$ cat src/include/fetch_macros.svh
/*
  Fixed sizes and addresses of the fetch stage.
  FETCH_MAX_OUTSTANDING must not exceed FETCH_FIFO_DEPTH.
*/
`ifndef FETCH_MACROS_SVH
`define FETCH_MACROS_SVH

// data path width, addresses and instruction words
`define FETCH_XLEN 32

// prefetch storage and bus pipelining
`define FETCH_FIFO_DEPTH 3
`define FETCH_MAX_OUTSTANDING 2

// low byte of the boot pc, upper bits come from boot_addr_i
`define FETCH_BOOT_OFFSET 8'h80

// debug module entry points
`define FETCH_DM_HALT_ADDR 32'h1A110800
`define FETCH_DM_EXC_ADDR 32'h1A110808

// all internal interrupts share this vector
`define FETCH_NMI_VEC 5'd31

`endif
$ cat src/design/fetch_pkg.sv
/*
  Types shared by the fetch RTL and its testbench.
  Encodings of pc_sel_e and exc_pc_sel_e are fixed and must match the controller.
*/
`include "fetch_macros.svh"

package fetch_pkg;

  // fetch address and instruction word
  typedef logic [`FETCH_XLEN-1:0] addr_t;
  typedef logic [`FETCH_XLEN-1:0] instr_t;

  // interrupt cause index, selects one of 32 vectors
  typedef logic [4:0] irq_vec_t;

  // source of the next fetch address
  typedef enum logic [2:0] {
    PC_BOOT = 3'd0,
    PC_JUMP = 3'd1,
    PC_EXC  = 3'd2,
    PC_ERET = 3'd3,
    PC_DRET = 3'd4
  } pc_sel_e;

  // kind of exception entry
  typedef enum logic [1:0] {
    EXC_PC_EXC     = 2'd0,
    EXC_PC_IRQ     = 2'd1,
    EXC_PC_DBD     = 2'd2,
    EXC_PC_DBG_EXC = 2'd3
  } exc_pc_sel_e;

endpackage

$ cat src/design/fetch_bus_ctrl.sv
/*
  Word fetch controller for a req/gnt/rvalid bus with in-order responses.
  A pending request keeps its address until granted, even across a redirect.
  fifo_count_i must be the registered occupancy of the prefetch FIFO.
*/
`include "fetch_macros.svh"

module fetch_bus_ctrl (
  input  logic                                     clk_i,
  input  logic                                     rst_ni,
  input  logic                                     req_i,
  input  logic                                     branch_i,
  input  fetch_pkg::addr_t                         branch_addr_i,
  input  logic [$clog2(`FETCH_FIFO_DEPTH + 1)-1:0] fifo_count_i,
  output logic                                     instr_req_o,
  output fetch_pkg::addr_t                         instr_addr_o,
  input  logic                                     instr_gnt_i,
  input  logic                                     instr_rvalid_i,
  input  fetch_pkg::instr_t                        instr_rdata_i,
  input  logic                                     instr_err_i,
  output logic                                     push_o,
  output fetch_pkg::instr_t                        push_rdata_o,
  output logic                                     push_err_o,
  output logic                                     busy_o
);

  localparam int unsigned CntW = $clog2(`FETCH_FIFO_DEPTH + 1);

  typedef enum logic {
    IDLE,
    WAIT_GNT
  } state_e;

  state_e           state_q, state_d;
  fetch_pkg::addr_t req_addr_q;
  fetch_pkg::addr_t next_addr_q, next_addr_d;
  fetch_pkg::addr_t issue_addr;
  logic             stale_q, stale_d;
  logic [CntW-1:0]  os_q, os_d;
  logic [CntW-1:0]  disc_q, disc_d;
  logic [CntW-1:0]  fifo_used;
  logic [CntW:0]    fill;
  logic             space;
  logic             issue;
  logic             gnt_any;
  logic             gnt_stale;
  logic             drop;

  // fifo is flushed on a branch, so its old words no longer take space
  assign fifo_used = branch_i ? '0 : fifo_count_i;
  // every outstanding response owns a fifo slot, discards included
  assign fill      = {1'b0, os_q} + {1'b0, fifo_used};
  assign space     = (fill < `FETCH_FIFO_DEPTH) && (os_q < `FETCH_MAX_OUTSTANDING);

  assign issue      = (state_q == IDLE) && req_i && space;
  assign issue_addr = branch_i ? branch_addr_i : next_addr_q;

  // bus side
  assign instr_req_o  = (state_q == WAIT_GNT) || issue;
  assign instr_addr_o = (state_q == WAIT_GNT) ? req_addr_q : issue_addr;

  assign gnt_any   = instr_req_o && instr_gnt_i;
  // a pending request from before a redirect returns a word nobody wants
  assign gnt_stale = instr_gnt_i && (state_q == WAIT_GNT) && (stale_q || branch_i);

  // responses of the old stream are thrown away
  assign drop         = instr_rvalid_i && (branch_i || (disc_q != '0));
  assign push_o       = instr_rvalid_i && !drop;
  assign push_rdata_o = instr_rdata_i;
  assign push_err_o   = instr_err_i;

  assign busy_o = (state_q == WAIT_GNT) || (os_q != '0);

  ////////////////////
  // request fsm
  ////////////////////

  always_comb begin
    state_d     = state_q;
    stale_d     = stale_q;
    next_addr_d = next_addr_q;
    if (state_q == IDLE) begin
      if (issue) begin
        next_addr_d = issue_addr + fetch_pkg::addr_t'(4);
        if (!instr_gnt_i) begin
          state_d = WAIT_GNT;
          stale_d = 1'b0;
        end
      end else if (branch_i) begin
        next_addr_d = branch_addr_i;
      end
    end else begin
      // redirect while waiting only moves the follow-up address
      if (branch_i) begin
        next_addr_d = branch_addr_i;
      end
      stale_d = stale_q || branch_i;
      if (instr_gnt_i) begin
        state_d = IDLE;
        stale_d = 1'b0;
      end
    end
  end

  // outstanding and discard bookkeeping
  always_comb begin
    os_d = os_q;
    if (gnt_any) begin
      os_d = os_d + 1'b1;
    end
    if (instr_rvalid_i) begin
      os_d = os_d - 1'b1;
    end
    // on a branch all in-flight responses turn into discards
    disc_d = branch_i ? os_q : disc_q;
    if (drop) begin
      disc_d = disc_d - 1'b1;
    end
    if (gnt_stale) begin
      disc_d = disc_d + 1'b1;
    end
  end

  always_ff @(posedge clk_i or negedge rst_ni) begin
    if (!rst_ni) begin
      state_q <= IDLE;
      stale_q <= 1'b0;
      os_q    <= '0;
      disc_q  <= '0;
    end else begin
      state_q <= state_d;
      stale_q <= stale_d;
      os_q    <= os_d;
      disc_q  <= disc_d;
    end
  end

  // addresses
  always_ff @(posedge clk_i) begin
    next_addr_q <= next_addr_d;
    if (issue && !instr_gnt_i) begin
      req_addr_q <= issue_addr;
    end
  end

endmodule

$ cat src/design/fetch_fifo.sv
/*
  Prefetch FIFO of fetched words, kept in arrival order.
  Push into a full FIFO is not checked, the writer must track free space.
*/
module fetch_fifo #(
  parameter int unsigned Depth = 3
) (
  input  logic                         clk_i,
  input  logic                         rst_ni,
  input  logic                         flush_i,
  input  fetch_pkg::addr_t             flush_addr_i,
  input  logic                         push_i,
  input  fetch_pkg::instr_t            push_rdata_i,
  input  logic                         push_err_i,
  input  logic                         ready_i,
  output logic                         valid_o,
  output fetch_pkg::instr_t            rdata_o,
  output fetch_pkg::addr_t             addr_o,
  output logic                         err_o,
  output logic [$clog2(Depth + 1)-1:0] count_o
);

  localparam int unsigned PtrW = $clog2(Depth);
  localparam int unsigned CntW = $clog2(Depth + 1);

  fetch_pkg::instr_t rdata_q [Depth];
  logic [Depth-1:0]  err_q;
  logic [PtrW-1:0]   wr_ptr_q;
  logic [PtrW-1:0]   rd_ptr_q;
  logic [CntW-1:0]   count_q;
  fetch_pkg::addr_t  addr_q;
  logic              wr_en;
  logic              pop;

  // pointer step with wrap, depth need not be a power of two
  function automatic logic [PtrW-1:0] ptr_inc(input logic [PtrW-1:0] ptr);
    if (ptr == PtrW'(Depth - 1)) begin
      return '0;
    end
    return ptr + 1'b1;
  endfunction

  // flush wins over a push or pop in the same cycle
  assign wr_en = push_i && !flush_i;
  assign pop   = valid_o && ready_i && !flush_i;

  assign valid_o = (count_q != '0);
  assign rdata_o = rdata_q[rd_ptr_q];
  assign err_o   = err_q[rd_ptr_q];
  assign addr_o  = addr_q;
  assign count_o = count_q;

  always_ff @(posedge clk_i or negedge rst_ni) begin
    if (!rst_ni) begin
      wr_ptr_q <= '0;
      rd_ptr_q <= '0;
      count_q  <= '0;
    end else if (flush_i) begin
      wr_ptr_q <= '0;
      rd_ptr_q <= '0;
      count_q  <= '0;
    end else begin
      if (wr_en) begin
        wr_ptr_q <= ptr_inc(wr_ptr_q);
      end
      if (pop) begin
        rd_ptr_q <= ptr_inc(rd_ptr_q);
      end
      // simultaneous push and pop leave the count alone
      if (wr_en && !pop) begin
        count_q <= count_q + 1'b1;
      end else if (pop && !wr_en) begin
        count_q <= count_q - 1'b1;
      end
    end
  end

  // storage
  always_ff @(posedge clk_i) begin
    if (wr_en) begin
      rdata_q[wr_ptr_q] <= push_rdata_i;
      err_q[wr_ptr_q]   <= push_err_i;
    end
  end

  // head address, follows the sequential stream after each redirect
  always_ff @(posedge clk_i) begin
    if (flush_i) begin
      addr_q <= flush_addr_i;
    end else if (pop) begin
      addr_q <= addr_q + fetch_pkg::addr_t'(4);
    end
  end

endmodule

$ cat src/design/fetch_id_reg.sv
/*
  IF-ID pipeline register, frozen while decode is not ready.
  A word popped in the same cycle as pc_set_i is squashed.
*/
module fetch_id_reg (
  input  logic              clk_i,
  input  logic              rst_ni,
  input  logic              fetch_valid_i,
  input  fetch_pkg::instr_t fetch_rdata_i,
  input  fetch_pkg::addr_t  fetch_addr_i,
  input  logic              fetch_err_i,
  input  logic              pmp_err_if_i,
  input  logic              pc_set_i,
  input  logic              id_in_ready_i,
  input  logic              instr_valid_clear_i,
  output logic              instr_valid_id_o,
  output logic              instr_new_id_o,
  output fetch_pkg::instr_t instr_rdata_id_o,
  output logic              instr_fetch_err_o,
  output fetch_pkg::addr_t  pc_id_o,
  output fetch_pkg::addr_t  pc_if_o
);

  logic accept;
  logic valid_d, valid_q;
  logic new_q;

  // handshake with the fifo head, a redirect kills the word in flight
  assign accept = fetch_valid_i && id_in_ready_i && !pc_set_i;

  // valid holds until decode clears it
  assign valid_d = accept || (valid_q && !instr_valid_clear_i);

  ////////////////////
  // flags
  ////////////////////

  always_ff @(posedge clk_i or negedge rst_ni) begin
    if (!rst_ni) begin
      valid_q <= 1'b0;
      new_q   <= 1'b0;
    end else begin
      valid_q <= valid_d;
      // single cycle marker for each captured word
      new_q   <= accept;
    end
  end

  assign instr_valid_id_o = valid_q;
  assign instr_new_id_o   = new_q;

  ////////////////////
  // payload
  ////////////////////

  always_ff @(posedge clk_i) begin
    if (accept) begin
      instr_rdata_id_o  <= fetch_rdata_i;
      pc_id_o           <= fetch_addr_i;
      // bus and pmp faults both end up as a fetch error
      instr_fetch_err_o <= fetch_err_i || pmp_err_if_i;
    end
  end

  // pc of the word waiting at the fifo head
  assign pc_if_o = fetch_addr_i;

endmodule

$ cat src/design/fetch_pc_mux.sv
/*
  Purely combinational next-pc selection.
  An unknown pc_mux_i value falls back to the boot address.
*/
`include "fetch_macros.svh"

module fetch_pc_mux (
  input  logic                   pc_set_i,
  input  fetch_pkg::pc_sel_e     pc_mux_i,
  input  fetch_pkg::exc_pc_sel_e exc_pc_mux_i,
  input  logic                   exc_irq_int_i,
  input  fetch_pkg::irq_vec_t    exc_irq_vec_i,
  input  fetch_pkg::addr_t       boot_addr_i,
  input  fetch_pkg::addr_t       branch_target_ex_i,
  input  fetch_pkg::addr_t       csr_mepc_i,
  input  fetch_pkg::addr_t       csr_depc_i,
  input  fetch_pkg::addr_t       csr_mtvec_i,
  output fetch_pkg::addr_t       fetch_addr_o,
  output logic                   csr_mtvec_init_o
);

  fetch_pkg::irq_vec_t irq_vec;
  fetch_pkg::addr_t    exc_pc;
  fetch_pkg::addr_t    boot_pc;

  // internal interrupts are funneled onto a single vector
  assign irq_vec = exc_irq_int_i ? `FETCH_NMI_VEC : exc_irq_vec_i;

  assign boot_pc = {boot_addr_i[31:8], `FETCH_BOOT_OFFSET};

  ////////////////////
  // exception target
  ////////////////////

  always_comb begin
    case (exc_pc_mux_i)
      fetch_pkg::EXC_PC_EXC:     exc_pc = {csr_mtvec_i[31:8], 8'h00};
      // vectored mode, each cause gets one word
      fetch_pkg::EXC_PC_IRQ:     exc_pc = {csr_mtvec_i[31:8], 1'b0, irq_vec, 2'b00};
      fetch_pkg::EXC_PC_DBD:     exc_pc = `FETCH_DM_HALT_ADDR;
      fetch_pkg::EXC_PC_DBG_EXC: exc_pc = `FETCH_DM_EXC_ADDR;
      default:                   exc_pc = {csr_mtvec_i[31:8], 8'h00};
    endcase
  end

  ////////////////////
  // redirect target
  ////////////////////

  always_comb begin
    case (pc_mux_i)
      fetch_pkg::PC_BOOT: fetch_addr_o = boot_pc;
      fetch_pkg::PC_JUMP: fetch_addr_o = branch_target_ex_i;
      fetch_pkg::PC_EXC:  fetch_addr_o = exc_pc;
      // return from trap handler
      fetch_pkg::PC_ERET: fetch_addr_o = csr_mepc_i;
      // return from debug mode
      fetch_pkg::PC_DRET: fetch_addr_o = csr_depc_i;
      default:            fetch_addr_o = boot_pc;
    endcase
  end

  // mtvec is loaded from the boot address on the boot redirect
  assign csr_mtvec_init_o = pc_set_i && (pc_mux_i == fetch_pkg::PC_BOOT);

endmodule

$ cat src/design/fetch_top.sv
/*
  Instruction fetch stage, word-aligned 32-bit instructions only.
  boot_addr_i and csr_mtvec_i are assumed 256-byte aligned.
  The bus must return responses in order.
*/
`include "fetch_macros.svh"

module fetch_top (
  input  logic                   clk_i,
  input  logic                   rst_ni,
  input  fetch_pkg::addr_t       boot_addr_i,
  input  logic                   req_i,
  // instruction bus
  output logic                   instr_req_o,
  output fetch_pkg::addr_t       instr_addr_o,
  input  logic                   instr_gnt_i,
  input  logic                   instr_rvalid_i,
  input  fetch_pkg::instr_t      instr_rdata_i,
  input  logic                   instr_err_i,
  // redirect control
  input  logic                   pc_set_i,
  input  fetch_pkg::pc_sel_e     pc_mux_i,
  input  fetch_pkg::exc_pc_sel_e exc_pc_mux_i,
  input  logic                   exc_irq_int_i,
  input  fetch_pkg::irq_vec_t    exc_irq_vec_i,
  input  fetch_pkg::addr_t       branch_target_ex_i,
  input  fetch_pkg::addr_t       csr_mepc_i,
  input  fetch_pkg::addr_t       csr_depc_i,
  input  fetch_pkg::addr_t       csr_mtvec_i,
  output logic                   csr_mtvec_init_o,
  // towards the decode stage
  input  logic                   pmp_err_if_i,
  input  logic                   id_in_ready_i,
  input  logic                   instr_valid_clear_i,
  output logic                   instr_valid_id_o,
  output logic                   instr_new_id_o,
  output fetch_pkg::instr_t      instr_rdata_id_o,
  output logic                   instr_fetch_err_o,
  output fetch_pkg::addr_t       pc_id_o,
  output fetch_pkg::addr_t       pc_if_o,
  output logic                   if_busy_o
);

  // redirect address, valid only together with pc_set_i
  fetch_pkg::addr_t fetch_addr_n;

  // controller to fifo
  logic                                    push;
  fetch_pkg::instr_t                       push_rdata;
  logic                                    push_err;
  logic [$clog2(`FETCH_FIFO_DEPTH + 1)-1:0] fifo_count;

  // fifo head towards the IF-ID register
  logic              fetch_valid;
  logic              fetch_ready;
  fetch_pkg::instr_t fetch_rdata;
  fetch_pkg::addr_t  fetch_addr;
  logic              fetch_err;

  // no skid stage, decode ready goes straight to the fifo
  assign fetch_ready = id_in_ready_i;

  fetch_pc_mux u_pc_mux (
    .pc_set_i          (pc_set_i),
    .pc_mux_i          (pc_mux_i),
    .exc_pc_mux_i      (exc_pc_mux_i),
    .exc_irq_int_i     (exc_irq_int_i),
    .exc_irq_vec_i     (exc_irq_vec_i),
    .boot_addr_i       (boot_addr_i),
    .branch_target_ex_i(branch_target_ex_i),
    .csr_mepc_i        (csr_mepc_i),
    .csr_depc_i        (csr_depc_i),
    .csr_mtvec_i       (csr_mtvec_i),
    .fetch_addr_o      (fetch_addr_n),
    .csr_mtvec_init_o  (csr_mtvec_init_o)
  );

  // pc_set_i is the branch strobe for the controller
  fetch_bus_ctrl u_bus_ctrl (
    .clk_i         (clk_i),
    .rst_ni        (rst_ni),
    .req_i         (req_i),
    .branch_i      (pc_set_i),
    .branch_addr_i (fetch_addr_n),
    .fifo_count_i  (fifo_count),
    .instr_req_o   (instr_req_o),
    .instr_addr_o  (instr_addr_o),
    .instr_gnt_i   (instr_gnt_i),
    .instr_rvalid_i(instr_rvalid_i),
    .instr_rdata_i (instr_rdata_i),
    .instr_err_i   (instr_err_i),
    .push_o        (push),
    .push_rdata_o  (push_rdata),
    .push_err_o    (push_err),
    .busy_o        (if_busy_o)
  );

  // ... and the flush for the fifo
  fetch_fifo #(
    .Depth(`FETCH_FIFO_DEPTH)
  ) u_fifo (
    .clk_i       (clk_i),
    .rst_ni      (rst_ni),
    .flush_i     (pc_set_i),
    .flush_addr_i(fetch_addr_n),
    .push_i      (push),
    .push_rdata_i(push_rdata),
    .push_err_i  (push_err),
    .ready_i     (fetch_ready),
    .valid_o     (fetch_valid),
    .rdata_o     (fetch_rdata),
    .addr_o      (fetch_addr),
    .err_o       (fetch_err),
    .count_o     (fifo_count)
  );

  fetch_id_reg u_id_reg (
    .clk_i              (clk_i),
    .rst_ni             (rst_ni),
    .fetch_valid_i      (fetch_valid),
    .fetch_rdata_i      (fetch_rdata),
    .fetch_addr_i       (fetch_addr),
    .fetch_err_i        (fetch_err),
    .pmp_err_if_i       (pmp_err_if_i),
    .pc_set_i           (pc_set_i),
    .id_in_ready_i      (id_in_ready_i),
    .instr_valid_clear_i(instr_valid_clear_i),
    .instr_valid_id_o   (instr_valid_id_o),
    .instr_new_id_o     (instr_new_id_o),
    .instr_rdata_id_o   (instr_rdata_id_o),
    .instr_fetch_err_o  (instr_fetch_err_o),
    .pc_id_o            (pc_id_o),
    .pc_if_o            (pc_if_o)
  );

endmodule

$ cat config.mk
export PLATFORM = sky130hd
export DESIGN_NAME = fetch_top
export DESIGN_NICKNAME = d
export VERILOG_FILES = /design/src/design/fetch_pkg.sv /design/src/design/fetch_bus_ctrl.sv /design/src/design/fetch_fifo.sv /design/src/design/fetch_id_reg.sv /design/src/design/fetch_pc_mux.sv /design/src/design/fetch_top.sv
export VERILOG_INCLUDE_DIRS = /design/src /design/src/include
export SDC_FILE = /design/constraint.sdc
export NUM_CORES = 1
export LEC_CHECK = 0
export BUFFER_PORTS_ARGS = -buffer_cell sky130_fd_sc_hd__buf_2
export CAP_MARGIN = 20
export CORE_AREA = 4 4 184 186
export CTS_CLUSTER_SIZE = 24
export DETAILED_ROUTE_END_ITERATION = 10
export DIE_AREA = 0 0 188 190
export HOLD_SLACK_MARGIN = 0.15
export PLACE_DENSITY = 0.66
export SLEW_MARGIN = 30
export SYNTH_ARGS = -nofsm -noshare
export SYNTH_HDL_FRONTEND = slang
export SYNTH_SLANG_ARGS = --single-unit
$ cat constraint.sdc
create_clock -name clk_i -period 4.8 [get_ports clk_i]
set_clock_uncertainty 0.1 [all_clocks]
set_input_delay 0.24 -clock clk_i [delete_from_list [all_inputs] [get_ports clk_i]]
set_output_delay 0.24 -clock clk_i [all_outputs]
set_load 0.01 [all_outputs]
# Word level (Yosys, flattened, before mapping)
# Memories as Yosys holds them, arrays and structs flattened. A register that Yosys moved wholly into a read port is not among the register bits.
# Cells that the tools add are included.
[word_totals]
reg_bits = 146
inputBits = 213
output_inout_bits = 134
n_memories = 1
mem_bits_rw = 96
[mem_list]
columns = ["memory", "depth", "word_bits", "read_ports", "rd_ports_with_merged_regs", "write_ports", "line_no", "source"]
rows = [
  ["u_fifo.rdata_q", 3, 32, 1, 1, 1, "fetch_fifo.sv:26", "fetch_pkg::instr_t rdata_q [Depth];"],
]
[classes]
order_cmp = 5
n_mux = 46
n_eq_ne = 10
addsub = 11
bitwise_logic = 1
reduce_logical = 39
[ops]
columns = ["cell", "count"]
rows = [
  ["$pmux 32 s4", 2],
  ["$mux 32", 6],
  ["$add 32x3->32 const B", 2],
  ["$mux 2", 17],
  ["$logic_and 1x1->1", 17],
  ["$mux 1", 17],
  ["$reduce_bool 2->1", 6],
  ["$add 2x1->2 const B", 5],
  ["$eq 2x2->1 const B", 4],
  ["$eq 3x2->1 const B", 2],
  ["$logic_not 1->1", 6],
  ["$logic_or 1x1->1", 6],
  ["$lt 2x3->1 const B", 2],
  ["$sub 2x1->2 const B", 3],
  ["$mux 5", 1],
  ["$add 2x2->3", 1],
  ["$bwmux 3", 1],
  ["$eq 3x1->1 const B", 1],
  ["$eq 3x3->1 const B", 1],
  ["$logic_not 3->1", 1],
  ["$lt 3x2->1 const B", 1],
  ["$reduce_bool 3->1", 1],
  ["$bmux 1 s2", 1],
  ["$demux 1 s2", 1],
  ["other kinds (7)", 7],
]

# Logic depth before layout (Yosys ltp)
[depth]
ltp_word = 11
mapped_depth = 17
mapped_depth_nobuf = 11

# Cells and area by module
# A second synthesis with hierarchy kept.
[unflattened]
cells_unflattened = 1089
hier_area_um2 = 13809.5
[by_module_without_submodules]
columns = ["mod", "n_inst", "cells_each", "area_per_inst_um2", "seq_area_each_um2"]
rows = [
  ["fetch_fifo", 1, 441, 5885.6, 4083.9],
  ["fetch_bus_ctrl", 1, 341, 3987.6, 1751.7],
  ["fetch_id_reg", 1, 104, 2272.2, 2001.9],
  ["fetch_pc_mux", 1, 203, 1664.1, 0.0],
]

# Worst setup path before layout
# No wires, ideal clock.
[synth_path]
kind = "input -> register"
from = "input port pc_set_i"
to = "register u_id_reg.instr_fetch_err_o (enable)"
stages = 7
setup_ns = 0.490
path_slack_ns = 0.010
t_arrival_ns = 4.200
path_cell_list = "clkbuf_1 > buf_2 > clkbuf_1 > clkbuf_1 > buf_1 > clkbuf_1 > nor2_1"
[synth_via]
elab_chain_cells = 2
[synth_rtl]
columns = ["item", "line_no", "source"]
rows = [
  ["start: declaration", "fetch_top.sv:21", "input logic pc_set_i,"],
  ["$logic_not 1->1", "n/a", ""],
  ["$logic_and 1x1->1", "n/a", ""],
  ["via u_fifo.pop", "fetch_fifo.sv:33", "logic pop;"],
  ["end signal: assignment", "fetch_id_reg.sv:61", "instr_fetch_err_o <= fetch_err_i || pmp_err_if_i;"],
  ["end: declaration", "fetch_id_reg.sv:19", "output logic instr_fetch_err_o,"],
]
# The timed path passes the listed nets, and every way through them passes these cells.
# A chain may end at the register's enable or synchronous reset.

# Final worst setup path
[layout_path]
from = "input port pc_set_i"
to = "register u_bus_ctrl.next_addr_q[15]"
[layout_via]
elab_chain_cells = 7
word_cells_on_any_way = 9
[layout_rtl]
columns = ["item", "line_no", "source"]
rows = [
  ["branches (longest 6 deep; another with $add 32x3->32)", "n/a", ""],
  ["$mux 32 *", "fetch_bus_ctrl.sv:82", "if (state_q == IDLE) begin"],
  ["via u_bus_ctrl.next_addr_d[15]", "fetch_bus_ctrl.sv:36", "fetch_pkg::addr_t next_addr_q, next_addr_d;"],
  ["end signal: assignment", "fetch_bus_ctrl.sv:140", "next_addr_q <= next_addr_d;"],
  ["end: declaration", "fetch_bus_ctrl.sv:36", ""],
]
# Mark *: on every way through the listed nets, which the timed path passes.

==> metrics.md <==
| Metric | Value |
|---|---|
| Setup ws final | `0.9586 ns` |
| Fin crit period | `3.841 ns` |
| Worst skew pair latency | `0.55 ns` |
| Drt pass-1 iters | `5` |
| Fin. Hold Viols | `0` |
| Starting Density | `between 30% and 40%` |
| Slew Limit Fails | `0` |
| Fill cell count | `2900` |
| Xor and xnor area share after synthesis | `under 10%` |
| Req. time, crit path | `5.13 ns` |
| Die width | `188 um` |
| Area of the mapped netlist | `12810 um^2` |
| Synth area leaders | `edfxtp_1 (53%), dfxtp_1 (5.0%), mux2_2 (3.3%), mux2i_1 (3.2%), nand2_1 (3.0%)` |
| Mux contribution to synthesized area | `between 6 and 7%` |
| Met3 Track Usage GR | `5.119%` |
| Worst Hold End | `u_bus_ctrl.next_addr_q[3]` |
| DP Worst Slack | `0.9262 ns` |
| Layout area overhead | `28.92%` |
| Setup Viol. Count Final | `0` |
| DIE AREA | `35720 um^2` |
| Commonest non-fill, non-tap cells in the layout | `buf_2 (329), edfxtp_1 (228), nand2_1 (103)` |
| Share of cells above drive strength 1 | `roughly a third` |
| CP Capture Type | `flop` |
| Synth Area in Adders | `0.5468%` |
| Antenna viol nets, final | `0` |
| Kind of critical path | `in -> reg` |
| Sequential share of the synthesized area | `61.16%` |
| Total wire length | `37170 um` |
| CTS clock-pin slew for the worst setup and hold paths | `~0.06 ns` |
| Hold/Removal Path Class | `in -> reg` |
| Reg2Reg Depth | `11` |
| Htree depth | `1` |
| Total global-route track usage | `20.05%` |
| Synth warnings | `0` |
| WL per Instance | `20.19 um` |
| Status | `completed` |
| Largest net degree at the start of global routing | `70` |
| Overall power | `6356 uW` |
| Syn_nets | `between 1000 and 1500` |
| # Max-Cap Violations | `0` |
| DRC | `0` |
| Grt peak-use layer | `met2` |
| I/O pins | `347` |
| Final Hold Slack | `0.1443 ns` |
| Reg2Reg Setup Slack | `1.19 ns` |
| Leading cell type in the layout, fill and taps excluded | `buf_2` |
| Dominant cell type by area after synthesis | `edfxtp_1` |
| Placed instance count | `1714` |
| RR Startpoint | `u_fifo.count_o[0]` |
| Final Instance Count excl. Fillers | `1841` |
| Diodes inserted | `0` |
| CTS max path bufs | `3` |
| # clock sinks | `274` |
| Number of global-route vias before repair | `9564` |
| Cells after Synth | `984` |
| Crit Reg-Reg Endpoint | `u_bus_ctrl.next_addr_q[15]` |
| Ys async rst share | `between 5 and 6%` |
| Congestion Overflow GR | `0` |
| Max VDD drop | `0.0002970 V` |
| Met2 Usage GRT | `around a third` |
| Static Leak | `between 0.006 and 0.007 uW` |
| Complex-gate fraction of the synthesized area | `11.33%` |
| Largest family of logic cells by synthesized area | `simple AND/OR/NAND/NOR gates` |
| Setup TNS | `0 ns` |
| Crit share post-route | `80.03%` |
| Core ar. | `32290 um^2` |
| Hold path start | `req_i` |
| Crit path DAT | `4.17 ns` |
| Syn avg cell area | `13.02 um^2` |
| Die height | `190 um` |
| CTS tree | `yes` |
| Post-CTS Setup Bufs | `0` |
| DR vias | `9543` |
| Critical path peak fanout | `44` |
| Post-synthesis cell type count | `87` |
| First-pass GRT wire length | `55950 um` |
| Pwr dens | `384.7 nW/um^2` |
| Vias per inst | `just over 5` |
| Slew headroom | `43.67%` |
| Routability cong. | `0.8423` |
| NumNets Final | `1595` |
| Standard-cell rows | `66` |
| CTS Root Buffer Type | `clkbuf_16` |
| Main flop type after synthesis | `edfxtp_1` |
| Simple-gate portion of the synthesized area | `12.55%` |
| Num CTS Buffers | `29` |
| Multi-input logic area | `4556 um^2` |
| Slew @ Worst Pin | `roughly 0.84 ns` |
| Synth top area share | `53.43%` |
| Synth Register Bits | `274` |
| Unrepaired setup endpoints after global routing | `no` |
| Register area | `7845 um^2` |
| Worst setup SP type | `input pin` |
| Fmax | `260.3 MHz` |
| HPWL Detailed | `approximately 27000 um` |
| Initial drt markers | `roughly 620` |
| Number of synthesized flops with an enable pin | `228` |
| IO buf count | `330` |
| Worst hold path depth | `5` |
| Met1 GRT Util | `roughly a quarter` |
| Initial antenna violation count | `0` |
[synthesized netlist by cell type (all sizes together) (14+ instances only)]
master / instances
edfxtp: 228
xnor2: 41
mux2i: 41
o22ai: 14
buf: 36
dfrtp: 14
o21ai: 81
nor4b: 20
nand3: 23
inv: 20
clkbuf: 24
a21oi: 20
mux2: 39
nor2: 37
dfxtp: 32
xor2: 21
nand2: 104
[logic make-up (layout without fill, tap and decap cells)]
kind of cell,after synthesis,in the layout
buffers and inverters,80,495
muxes,80,80
AOI/OAI and AO/OA,201,201
adders and majority gates,5,5
and+or+nand+nor,282,282
xor gates and xnor gates,62,62
DFF,274,274
[timing repair]
action | CTS | global route
hold buffers | 74 | 0
endpoints found under the hold margin | 157 | 0
endpoints found under the setup margin | 0 | 0
gates resized for setup | 0 | 0
[per-layer routing]
metal	routed length (um)	up-vias
li1	-	4469
met1	15190	4565
met2	17260	423
met3	3248	86
met4	1460	0
met5	0	-
[critical path, stage by stage]
cell	delay (ns)
dlygate4sd3_1	0.54
buf_4	0.46
nor2b_1	0.12
ha_1	0.22
fa_1	0.36
nor4b_1	0.30
nand2_1	0.21
a211oi_1	0.27
and2_1	0.23
nor4b_4	0.46
and2b_1	0.44
nand4_4	0.14
xnor2_2	0.15
[worst max-delay path by stage]
stage                        start                          to  slack [ns]
after floorplan           pc_set_i  u_id_reg.instr_fetch_err_o        0.01
after global routing      pc_set_i  u_bus_ctrl.next_addr_q[15]        0.63
after CTS                 pc_set_i  u_bus_ctrl.next_addr_q[15]        0.93
after global placement    pc_set_i  u_bus_ctrl.next_addr_q[15]        0.95
final                     pc_set_i  u_bus_ctrl.next_addr_q[15]        0.96
after detailed placement  pc_set_i  u_bus_ctrl.next_addr_q[15]        0.93
[area by class of cell]
| cell class | count | share of cell area [%] |
|---|---|---|
| clock inverters | 15 | 1.038 |
| repair buffers | 422 | 15.31 |
| clock buffers | 38 | 4.786 |
| multi-input cells | 630 | 27.58 |
| well taps | 442 | 3.347 |
| inverters | 20 | 0.4544 |
| flip-flops and latches | 274 | 47.49 |
[state kept, by name, summed over array words and instances, names as in the netlist, 2 cells and up]
register                   flops
u_fifo.rdata_q                96
u_bus_ctrl.next_addr_q        32
u_bus_ctrl.req_addr_q         32
u_fifo.addr_o                 32
u_id_reg.instr_rdata_id_o     32
u_id_reg.pc_id_o              32
u_fifo.err_q                   3
u_bus_ctrl.disc_q              2
u_bus_ctrl.os_q                2
u_fifo.count_o                 2
u_fifo.rd_ptr_q                2
u_fifo.wr_ptr_q                2
[through the flow]
step | cell area [um^2] | util [%]
final | 16520 | 51.17
after global routing | 16520 | 51.17
after CTS | 16520 | 51.17
after detailed placement | 14820 | 45.89
after global placement | 14810 | 45.88
after floorplan | 12810 | -
[where the power goes]
group,switching [uW],internal (uW)
clock network,916,1330
registers,131,2820
logic,652,507
total,1700,4660
Note: power is estimated with default switching activity, not from simulation.
